**src/flash_pkg.sv**
```systemverilog
package flash_pkg;

    // AXI response codes
    localparam logic [1:0] resp_okay   = 2'b00;
    localparam logic [1:0] resp_slverr = 2'b10;

    // Standard serial NOR read command
    localparam logic [7:0] read_opcode = 8'h03;

    // Flash address and bus data widths
    localparam int flash_addr_bits = 24;
    localparam int data_bits       = 64;
    localparam int bytes_per_word  = data_bits / 8;

    typedef logic [flash_addr_bits-1:0] addr_t;
    typedef logic [data_bits-1:0] word_t;

endpackage

```
**src/byte_if.sv**
```systemverilog
`timescale 1ns/1ns

interface byte_if;

    // Request side, driven by the word assembler
    logic               start_read;
    flash_pkg::addr_t   addr;
    logic               keep_reading;

    // Received bytes, driven by the flash reader
    logic               data_ready;
    logic [7:0]         data;

    modport reader (
        input  start_read,
        input  addr,
        input  keep_reading,
        output data_ready,
        output data
    );

    modport assembler (
        output start_read,
        output addr,
        output keep_reading,
        input  data_ready,
        input  data
    );

endinterface

```
**src/word_if.sv**
```systemverilog
`timescale 1ns/1ns

interface word_if;

    // Read request from the bus port
    logic               start;
    flash_pkg::addr_t   addr;

    // Finished word, held until the next start
    flash_pkg::word_t   word;
    logic               word_valid;

    modport assembler (
        input  start,
        input  addr,
        output word,
        output word_valid
    );

    modport port (
        output start,
        output addr,
        input  word,
        input  word_valid
    );

endinterface

```
**src/flash_reader.sv**
```systemverilog
`timescale 1ns/1ns

module flash_reader #(
    parameter int CLK_DIV = 2
) (
    input  logic  bus,
    input  logic  rst,
    byte_if.reader link,
    output logic  cs,
    output logic  sclk,
    output logic  si,
    input  logic  so,
    output logic  wp,
    output logic  hold
);

    localparam int PHASE_W = $clog2(CLK_DIV + 1);
    localparam logic [PHASE_W-1:0] LAST_PHASE = PHASE_W'(CLK_DIV - 1);

    // Bits 0 to 31 are command and address, 32 to 39 one received byte
    localparam logic [5:0] LAST_BIT = 6'd39;
    localparam logic [5:0] FIRST_RX_BIT = 6'd32;

    logic [PHASE_W-1:0] phase;
    logic [5:0]         bit_cnt;
    logic [31:0]        shift_reg;
    logic [7:0]         rx_byte;
    logic               more;
    logic               tick;
    logic               rise;
    logic               fall;
    logic               rx_phase;

    // One sclk edge every CLK_DIV bus cycles while selected
    assign tick     = !cs && (phase == LAST_PHASE);
    assign rise     = tick && !sclk;
    assign fall     = tick && sclk;
    assign rx_phase = bit_cnt[5];

    assign si   = shift_reg[31];
    assign wp   = 1'b1;
    assign hold = 1'b1;

    assign link.data = rx_byte;

    always_ff @(posedge bus) begin
        if (rst) begin
            cs             <= 1'b1;
            sclk           <= 1'b0;
            phase          <= '0;
            bit_cnt        <= '0;
            more           <= 1'b0;
            link.data_ready <= 1'b0;
        end else begin
            link.data_ready <= rise && (bit_cnt == LAST_BIT);
            if (cs) begin
                if (link.start_read) begin
                    cs      <= 1'b0;
                    phase   <= '0;
                    bit_cnt <= '0;
                end
            end else if (!tick) begin
                phase <= phase + 1'b1;
            end else begin
                phase <= '0;
                sclk  <= !sclk;
                if (rise && bit_cnt == LAST_BIT) begin
                    // Byte boundary, decide now whether another byte follows
                    more <= link.keep_reading;
                end
                if (fall) begin
                    if (bit_cnt != LAST_BIT) begin
                        bit_cnt <= bit_cnt + 1'b1;
                    end else if (more) begin
                        bit_cnt <= FIRST_RX_BIT;
                    end else begin
                        cs <= 1'b1;
                    end
                end
            end
        end
    end

    // Command shifts out MSB first, data shifts in MSB first
    always_ff @(posedge bus) begin
        if (cs && link.start_read) begin
            shift_reg <= {flash_pkg::read_opcode, link.addr};
        end else if (fall && !rx_phase) begin
            shift_reg <= {shift_reg[30:0], 1'b0};
        end
        if (rise && rx_phase) begin
            rx_byte <= {rx_byte[6:0], so};
        end
    end

endmodule

```
**src/word_assembler.sv**
```systemverilog
`timescale 1ns/1ns

module word_assembler (
    input  logic       bus,
    input  logic       rst,
    byte_if.assembler  link,
    word_if.assembler  port
);

    localparam logic [3:0] WORD_BYTES = 4'(flash_pkg::bytes_per_word);

    logic [3:0]       byte_cnt;
    flash_pkg::word_t buffer;

    // Requests go straight through to the reader
    assign link.start_read   = port.start;
    assign link.addr         = port.addr;
    assign link.keep_reading = byte_cnt > 4'd1;

    assign port.word = buffer;

    always_ff @(posedge bus) begin
        if (rst) begin
            byte_cnt        <= '0;
            port.word_valid <= 1'b0;
        end else if (port.start) begin
            byte_cnt        <= WORD_BYTES;
            port.word_valid <= 1'b0;
        end else if (link.data_ready && byte_cnt != 4'd0) begin
            byte_cnt <= byte_cnt - 1'b1;
            if (byte_cnt == 4'd1) begin
                port.word_valid <= 1'b1;
            end
        end
    end

    // New bytes enter at the top so the first one ends up in bits 7:0
    always_ff @(posedge bus) begin
        if (link.data_ready) begin
            buffer <= {link.data, buffer[flash_pkg::data_bits-1:8]};
        end
    end

endmodule

```
**src/axi_slave_port.sv**
```systemverilog
`timescale 1ns/1ns

module axi_slave_port (
    input  logic                            bus,
    input  logic                            rst,
    input  logic                            arvalid,
    output logic                            arready,
    input  logic [31:0]                     araddr,
    output logic                            rvalid,
    input  logic                            rready,
    output logic [flash_pkg::data_bits-1:0] rdata,
    output logic [1:0]                      rresp,
    input  logic                            awvalid,
    input  logic                            wvalid,
    output logic                            awready,
    output logic                            wready,
    output logic                            bvalid,
    input  logic                            bready,
    output logic [1:0]                      bresp,
    word_if.port                            link
);

    logic ar_fire;
    logic r_fire;
    logic write_accept;

    assign ar_fire = arvalid && arready;
    assign r_fire  = rvalid && rready;

    // Start the flash read in the AR handshake cycle
    assign link.start = ar_fire;
    assign link.addr  = araddr[flash_pkg::flash_addr_bits-1:0];

    assign rdata = link.word;
    assign rresp = flash_pkg::resp_okay;

    always_ff @(posedge bus) begin
        if (rst) begin
            arready <= 1'b1;
        end else if (ar_fire) begin
            arready <= 1'b0;
        end else if (r_fire) begin
            arready <= 1'b1;
        end
    end

    // A request is outstanding while arready is low
    always_ff @(posedge bus) begin
        if (rst) begin
            rvalid <= 1'b0;
        end else if (r_fire) begin
            rvalid <= 1'b0;
        end else if (link.word_valid && !arready) begin
            rvalid <= 1'b1;
        end
    end

    // Writes are never performed, each one gets an error response
    assign awready = write_accept;
    assign wready  = write_accept;
    assign bresp   = flash_pkg::resp_slverr;

    always_ff @(posedge bus) begin
        if (rst) begin
            write_accept <= 1'b0;
            bvalid       <= 1'b0;
        end else begin
            write_accept <= awvalid && wvalid && !write_accept && !bvalid;
            if (bvalid && bready) begin
                bvalid <= 1'b0;
            end else if (write_accept) begin
                bvalid <= 1'b1;
            end
        end
    end

endmodule

```
**src/axi_flash_top.sv**
```systemverilog
`timescale 1ns/1ns

module axi_flash_top #(
    parameter int CLK_DIV = 2
) (
    input  logic                            bus,
    input  logic                            rst,

    input  logic                            arvalid,
    output logic                            arready,
    input  logic [31:0]                     araddr,
    output logic                            rvalid,
    input  logic                            rready,
    output logic [flash_pkg::data_bits-1:0] rdata,
    output logic [1:0]                      rresp,

    input  logic                            awvalid,
    input  logic                            wvalid,
    output logic                            awready,
    output logic                            wready,
    output logic                            bvalid,
    input  logic                            bready,
    output logic [1:0]                      bresp,

    // Serial flash pins
    output logic                            cs,
    output logic                            sclk,
    output logic                            si,
    input  logic                            so,
    output logic                            wp,
    output logic                            hold
);

    byte_if byte_link ();
    word_if word_link ();

    flash_reader #(
        .CLK_DIV (CLK_DIV)
    ) flash_reader_inst (
        .bus  (bus),
        .rst  (rst),
        .link (byte_link.reader),
        .cs   (cs),
        .sclk (sclk),
        .si   (si),
        .so   (so),
        .wp   (wp),
        .hold (hold)
    );

    word_assembler word_assembler_inst (
        .bus  (bus),
        .rst  (rst),
        .link (byte_link.assembler),
        .port (word_link.assembler)
    );

    axi_slave_port axi_slave_port_inst (
        .bus     (bus),
        .rst     (rst),
        .arvalid (arvalid),
        .arready (arready),
        .araddr  (araddr),
        .rvalid  (rvalid),
        .rready  (rready),
        .rdata   (rdata),
        .rresp   (rresp),
        .awvalid (awvalid),
        .wvalid  (wvalid),
        .awready (awready),
        .wready  (wready),
        .bvalid  (bvalid),
        .bready  (bready),
        .bresp   (bresp),
        .link    (word_link.port)
    );

endmodule

```
**config.mk**
```make
export PLATFORM = sky130hd
export DESIGN_NAME = axi_flash_top
export DESIGN_NICKNAME = d
export VERILOG_FILES = /design/src/flash_pkg.sv /design/src/byte_if.sv /design/src/word_if.sv /design/src/flash_reader.sv /design/src/word_assembler.sv /design/src/axi_slave_port.sv /design/src/axi_flash_top.sv
export SDC_FILE = /design/constraint.sdc
export NUM_CORES = 1
export LEC_CHECK = 0
export BUFFER_PORTS_ARGS = -buffer_cell sky130_fd_sc_hd__clkbuf_2
export CORE_MARGIN = 2
export CORE_UTILIZATION = 40
export DETAILED_ROUTE_END_ITERATION = 8
export PLACE_DENSITY = 0.66
export SLEW_MARGIN = 20
export SYNTH_ARGS = -nofsm -noshare
export SYNTH_HDL_FRONTEND = slang
export SYNTH_HIERARCHICAL = 1
export SYNTH_SLANG_ARGS = --single-unit
```
**constraint.sdc**
```tcl
create_clock -name bus -period 3.7 [get_ports bus]
set_clock_uncertainty 0.05 [all_clocks]
set_input_delay 0.74 -clock bus [delete_from_list [all_inputs] [get_ports bus]]
set_output_delay 0.74 -clock bus [all_outputs]
set_load 0.05 [all_outputs]
```
# Word-level counts from Yosys, hierarchy flattened
# Index checks and enable logic that the tools add are counted.
# totals
register_bits,125
out_inout_bits,78
wordCells,83
# classes
addsub,3
magnitude_cmp,1
n_eq_ne,5
muxes,21
bitwise,1
reduce_logical,35
# op_table
cell,count
$mux W24,2
$mux W6,6
$logic_and A1 B1 Y1,15
$reduce_bool A2 Y1,5
$mux W1,8
$mux W4,2
$add A6 B1 Y6 const B,1
$eq A6 B6 Y1 const B,1
$logic_not A1 Y1,6
$mux W2,3
$ne A6 B6 Y1 const B,1
$reduce_or A2 Y1,3
$eq A4 B1 Y1 const B,1
$gt A4 B1 Y1 const B,1
$reduce_and A2 Y1,2
$reduce_and A4 Y1,1
$reduce_bool A4 Y1,1
$sub A4 B1 Y4 const B,1
$reduce_and A3 Y1,1
$reduce_bool A3 Y1,1
$add A2 B1 Y2 const B,1
$eq A2 B1 Y1 const B,1
$ne A2 B1 Y1 const B,1
$not A1 Y1,1

# Longest topological paths before layout
# depth
word_depth,6
depth_mapped,7
depth_no_buf,5

# Hierarchy
# Netlist, hierarchy kept.
# modules_own_cells
mod,instances,cells_each,area_per_inst_um2
word_assembler,1,121,2402.3
flash_reader,1,217,2174.6
axi_slave_port,1,108,852.1

# Least setup slack after synthesis
# OpenSTA, ideal clock, no wires.
# synth_path
kind,register to register
from,register flash_reader_inst.sclk
to,"register flash_reader_inst.shift_reg[0], enable pin"
setup_time_ns,0.438
t_arrival_ns,2.838
required_ns,3.212
path_slack_ns,0.374
path_stages_with_launch,4
n_path_buf,1
path_cell_list,dfxtp_1 > nand4bb_1 > clkbuf_1 > o21ai_0
# synth_between
elab_chain_cells,3
# synth_rtl
item,line,source
"start, declared",flash_reader.sv:10,"output logic sclk,"
"start signal, assigned",flash_reader.sv:66,sclk <= !sclk;
$logic_and A1 B1 Y1,flash_reader.sv:37,assign fall = tick && sclk;
$logic_and A1 B1 Y1,flash_reader.sv:88,end else if (fall && !rx_phase) begin
$reduce_bool A2 Y1 (no line),-,
"end signal, assigned",flash_reader.sv:87,"shift_reg <= {flash_pkg::read_opcode, link.addr};"
"end signal, assigned",flash_reader.sv:89,"shift_reg <= {shift_reg[30:0], 1'b0};"
"end, declared",flash_reader.sv:26,logic [31:0] shift_reg;
# Every way passes these cells.
# A chain may end at the register's enable or synchronous reset.

# Final worst setup path
# layout_path
from,register flash_reader_inst.cs
to,register flash_reader_inst.bit_cnt[2]
# layout_between
elab_chain_cells,5
elab_cells_between_ends,9
cone_classes,eq/ne (1); mux (1); reduce/logical (7)
# layout_rtl
item,line,source
"start, declared",flash_reader.sv:9,"output logic cs,"
"start signal, assigned",flash_reader.sv:48,cs <= 1'b1;
"start signal, assigned",flash_reader.sv:58,cs <= 1'b0;
"start signal, assigned",flash_reader.sv:77,cs <= 1'b1;
$logic_not A1 Y1,flash_reader.sv:35,assign tick = !cs && (phase == LAST_PHASE);
$logic_and A1 B1 Y1,flash_reader.sv:35,
$logic_and A1 B1 Y1,flash_reader.sv:37,
$reduce_bool A2 Y1 (no line),-,
$reduce_and A4 Y1 (no line),-,
"end signal, assigned",flash_reader.sv:73,bit_cnt <= bit_cnt + 1'b1;
"end, declared",flash_reader.sv:25,logic [5:0] bit_cnt;
# Parallel ways exist; a longest one is shown, timed or not.

==> results_dict.tcl <==
set metrics [dict create \
    ant_nets 0 \
    remaining_drc_errors 0 \
    rsz0062_at_grt "no" \
    regArea_mm2 0.003465 \
    antenna_found_initial 0 \
    power.leakage_nw 2.317 \
    fin_crit_ps 2225 \
    row_count 42 \
    max-vdd-ir-drop_mv 0.3110 \
    end_kind "register" \
    synthTopCellsByArea "edfxtp_1, buf_4, dfxtp_1" \
    post_cts_buffers 0 \
    crit_buf_inv 0 \
    p_total_mw 3.475 \
    finalSetupTns_ps 0 \
    r2r_cells 4 \
    synth_area_mm2 0.005429 \
    crit_type "register to register" \
    status "finished clean" \
    worstPathMaxFanout 15 \
    clkTransAtPathRegs_ps 50 \
    gp_congestion 0.6879 \
    start_kind "register" \
    num-fill-cells 1236 \
    largest_register_ffs 64 \
    overflow 0 \
    path_cells "nand4bb_1 -> a21oi_2 -> a2111oi_2 -> or3_1" \
    maxCapViolations 0 \
    nNetsFinal 488 \
    arrival_ps 2470 \
    core_mm2 0.01324 \
    critPathTopFamily "simple AND/OR/NAND/NOR gates" \
    critical_path_depth 4 \
    start_util_pct 41.00 \
    min_path_cells 0 \
    ctsHoldBuffers 0 \
    placed_cell_area_mm2 0.005260 \
    synth_flop_cell "edfxtp_1" \
    synthArstFlopShare_pct 0 \
    hold_slack_ps 375.5 \
    pwr_density_cell_mw_per_mm2 588.5 \
    grt_pass1_vias 2764 \
    cts_root_buf "clkbuf_16" \
    slew_violations 0 \
    synth_warnings 6 \
    numPortBuffers 103 \
    synthTopCellsByCount "buf_4, edfxtp_1, nand2_1" \
    cp_slowest_stage_delay_ps 610 \
    maxClockFrequency_ghz 0.4495 \
    yosysMostFrequentCell "buf_4" \
    routed_wl_um 8047 \
    cts_tree "built" \
    period_share_pct 60.12 \
    synthCells 446 \
    drtPass1Iterations 4 \
    yosysTopAreaCellShare_pct 53.10 \
    viasPerCell 4.561 \
    die_w_um 120.5 \
    n_antenna_cell 0 \
    hp-class "register to register" \
    syn_avg_cell_area_um2 12.17 \
    cts-resized-gates 0 \
    grt_pass1_wl_um 13020 \
    setup_viol 0 \
    num_io_pins 118 \
    r2r-start "flash_reader_inst/cs" \
    area_growth_pct 8.758 \
    hold_viol_final 0 \
    cts_buffers 17 \
    min_from "flash_reader_inst/link.data[7]" \
    clk_path_buf_depth 2 \
    synth.ff_latch_count 125 \
    clock-sinks 125 \
    grt_max_degree 37 \
    multiInputGateArea_mm2 0.001007 \
    routedWlPerCell_um 12.71 \
    synth_edf_count 96 \
    synth_cell_types 47 \
    drt_iter0_markers 160 \
    worstMarginPinSlew_ps 757.3 \
    place_hpwl_um 5273 \
    grt.total_usage_pct 11.87 \
    cp.required_ps 3950 \
    num_vias 2887 \
    die_y_um 120.5 \
    final_util_pct 44.59 \
    synth_area_leader_cell "edfxtp_1" \
    insertion_delay_ps 410 \
    cts.htree.levels 4 \
    stdcell_area_mm2 0.005904 \
    slowest_stage "nand4bb_1" \
    drive_above_1_share_pct 32.60 \
    die_area_mm2 0.01452 \
    yosysSeqAreaShare_pct 63.79 \
    slew-limit-headroom_pct 49.51 \
    crit_path_start "flash_reader_inst/cs" \
]
-- logic make-up after synthesis --
family / after synthesis / share of synthesized area (%)
fa+ha+maj: 4 / 0.9219
simple gates: 134 / 11.80
mux: 3 / 0.5762
other cells: 3 / 0.2074
compound gates: 40 / 4.771
flops: 125 / 63.79
buf+inv: 137 / 17.93
-- metrics by stage --
step                      setup slack, ps  cells
final                                1475    633
after global routing                 1268    633
after CTS                            1481    633
after detailed placement             1452    601
after global placement               1463    601
after floorplan                     373.7    449
-- final timing paths --
path	end	slack (ps)
setup / recovery	flash_reader_inst/bit_cnt[2]	1480
hold / removal	word_assembler_inst/port.word[63]	380
setup reg to reg	flash_reader_inst/bit_cnt[2]	1480
hold reg to reg	word_assembler_inst/port.word[63]	380
-- per-layer routing --
metal,GRT usage (%),up-vias,part of all wire (%)
met2,18.79,96,49
met1,13.08,1366,42
li1,-,1409,-
met4,6.977,0,2.0
met3,5.472,16,7.0
met5,0,-,0
-- layout make-up --
cell class                      count  area share (%)
Timing Repair Buffer              107           9.239
Inverter                            6          0.3814
Clock buffer                       17           7.205
Clock inverter                     15           3.708
Sequential cell                   125           58.68
Tap cell                          176           3.730
Multi-Input combinational cell    187           17.06
-- cell usage in the layout (no fill, tap or decap), types with 5 or more instances in the layout --
master     instances
clkbuf_2         103
edfxtp_1          96
nand2_1           82
dfxtp_1           28
clkbuf_16         17
nor2_1            16
o21ai_0           13
a21oi_1           10
conb_1             6
inv_1              6
bufinv_16          5
nand3_1            5
-- report_power, final --
group          internal, mW  switching (mW)  total, mW
Clock                  1.19           0.602       1.79
Sequential             1.53          0.0136       1.55
Combinational        0.0414          0.0911      0.132
Total                  2.77           0.706       3.47
No activity file was read; power rests on OpenSTA's default activity.
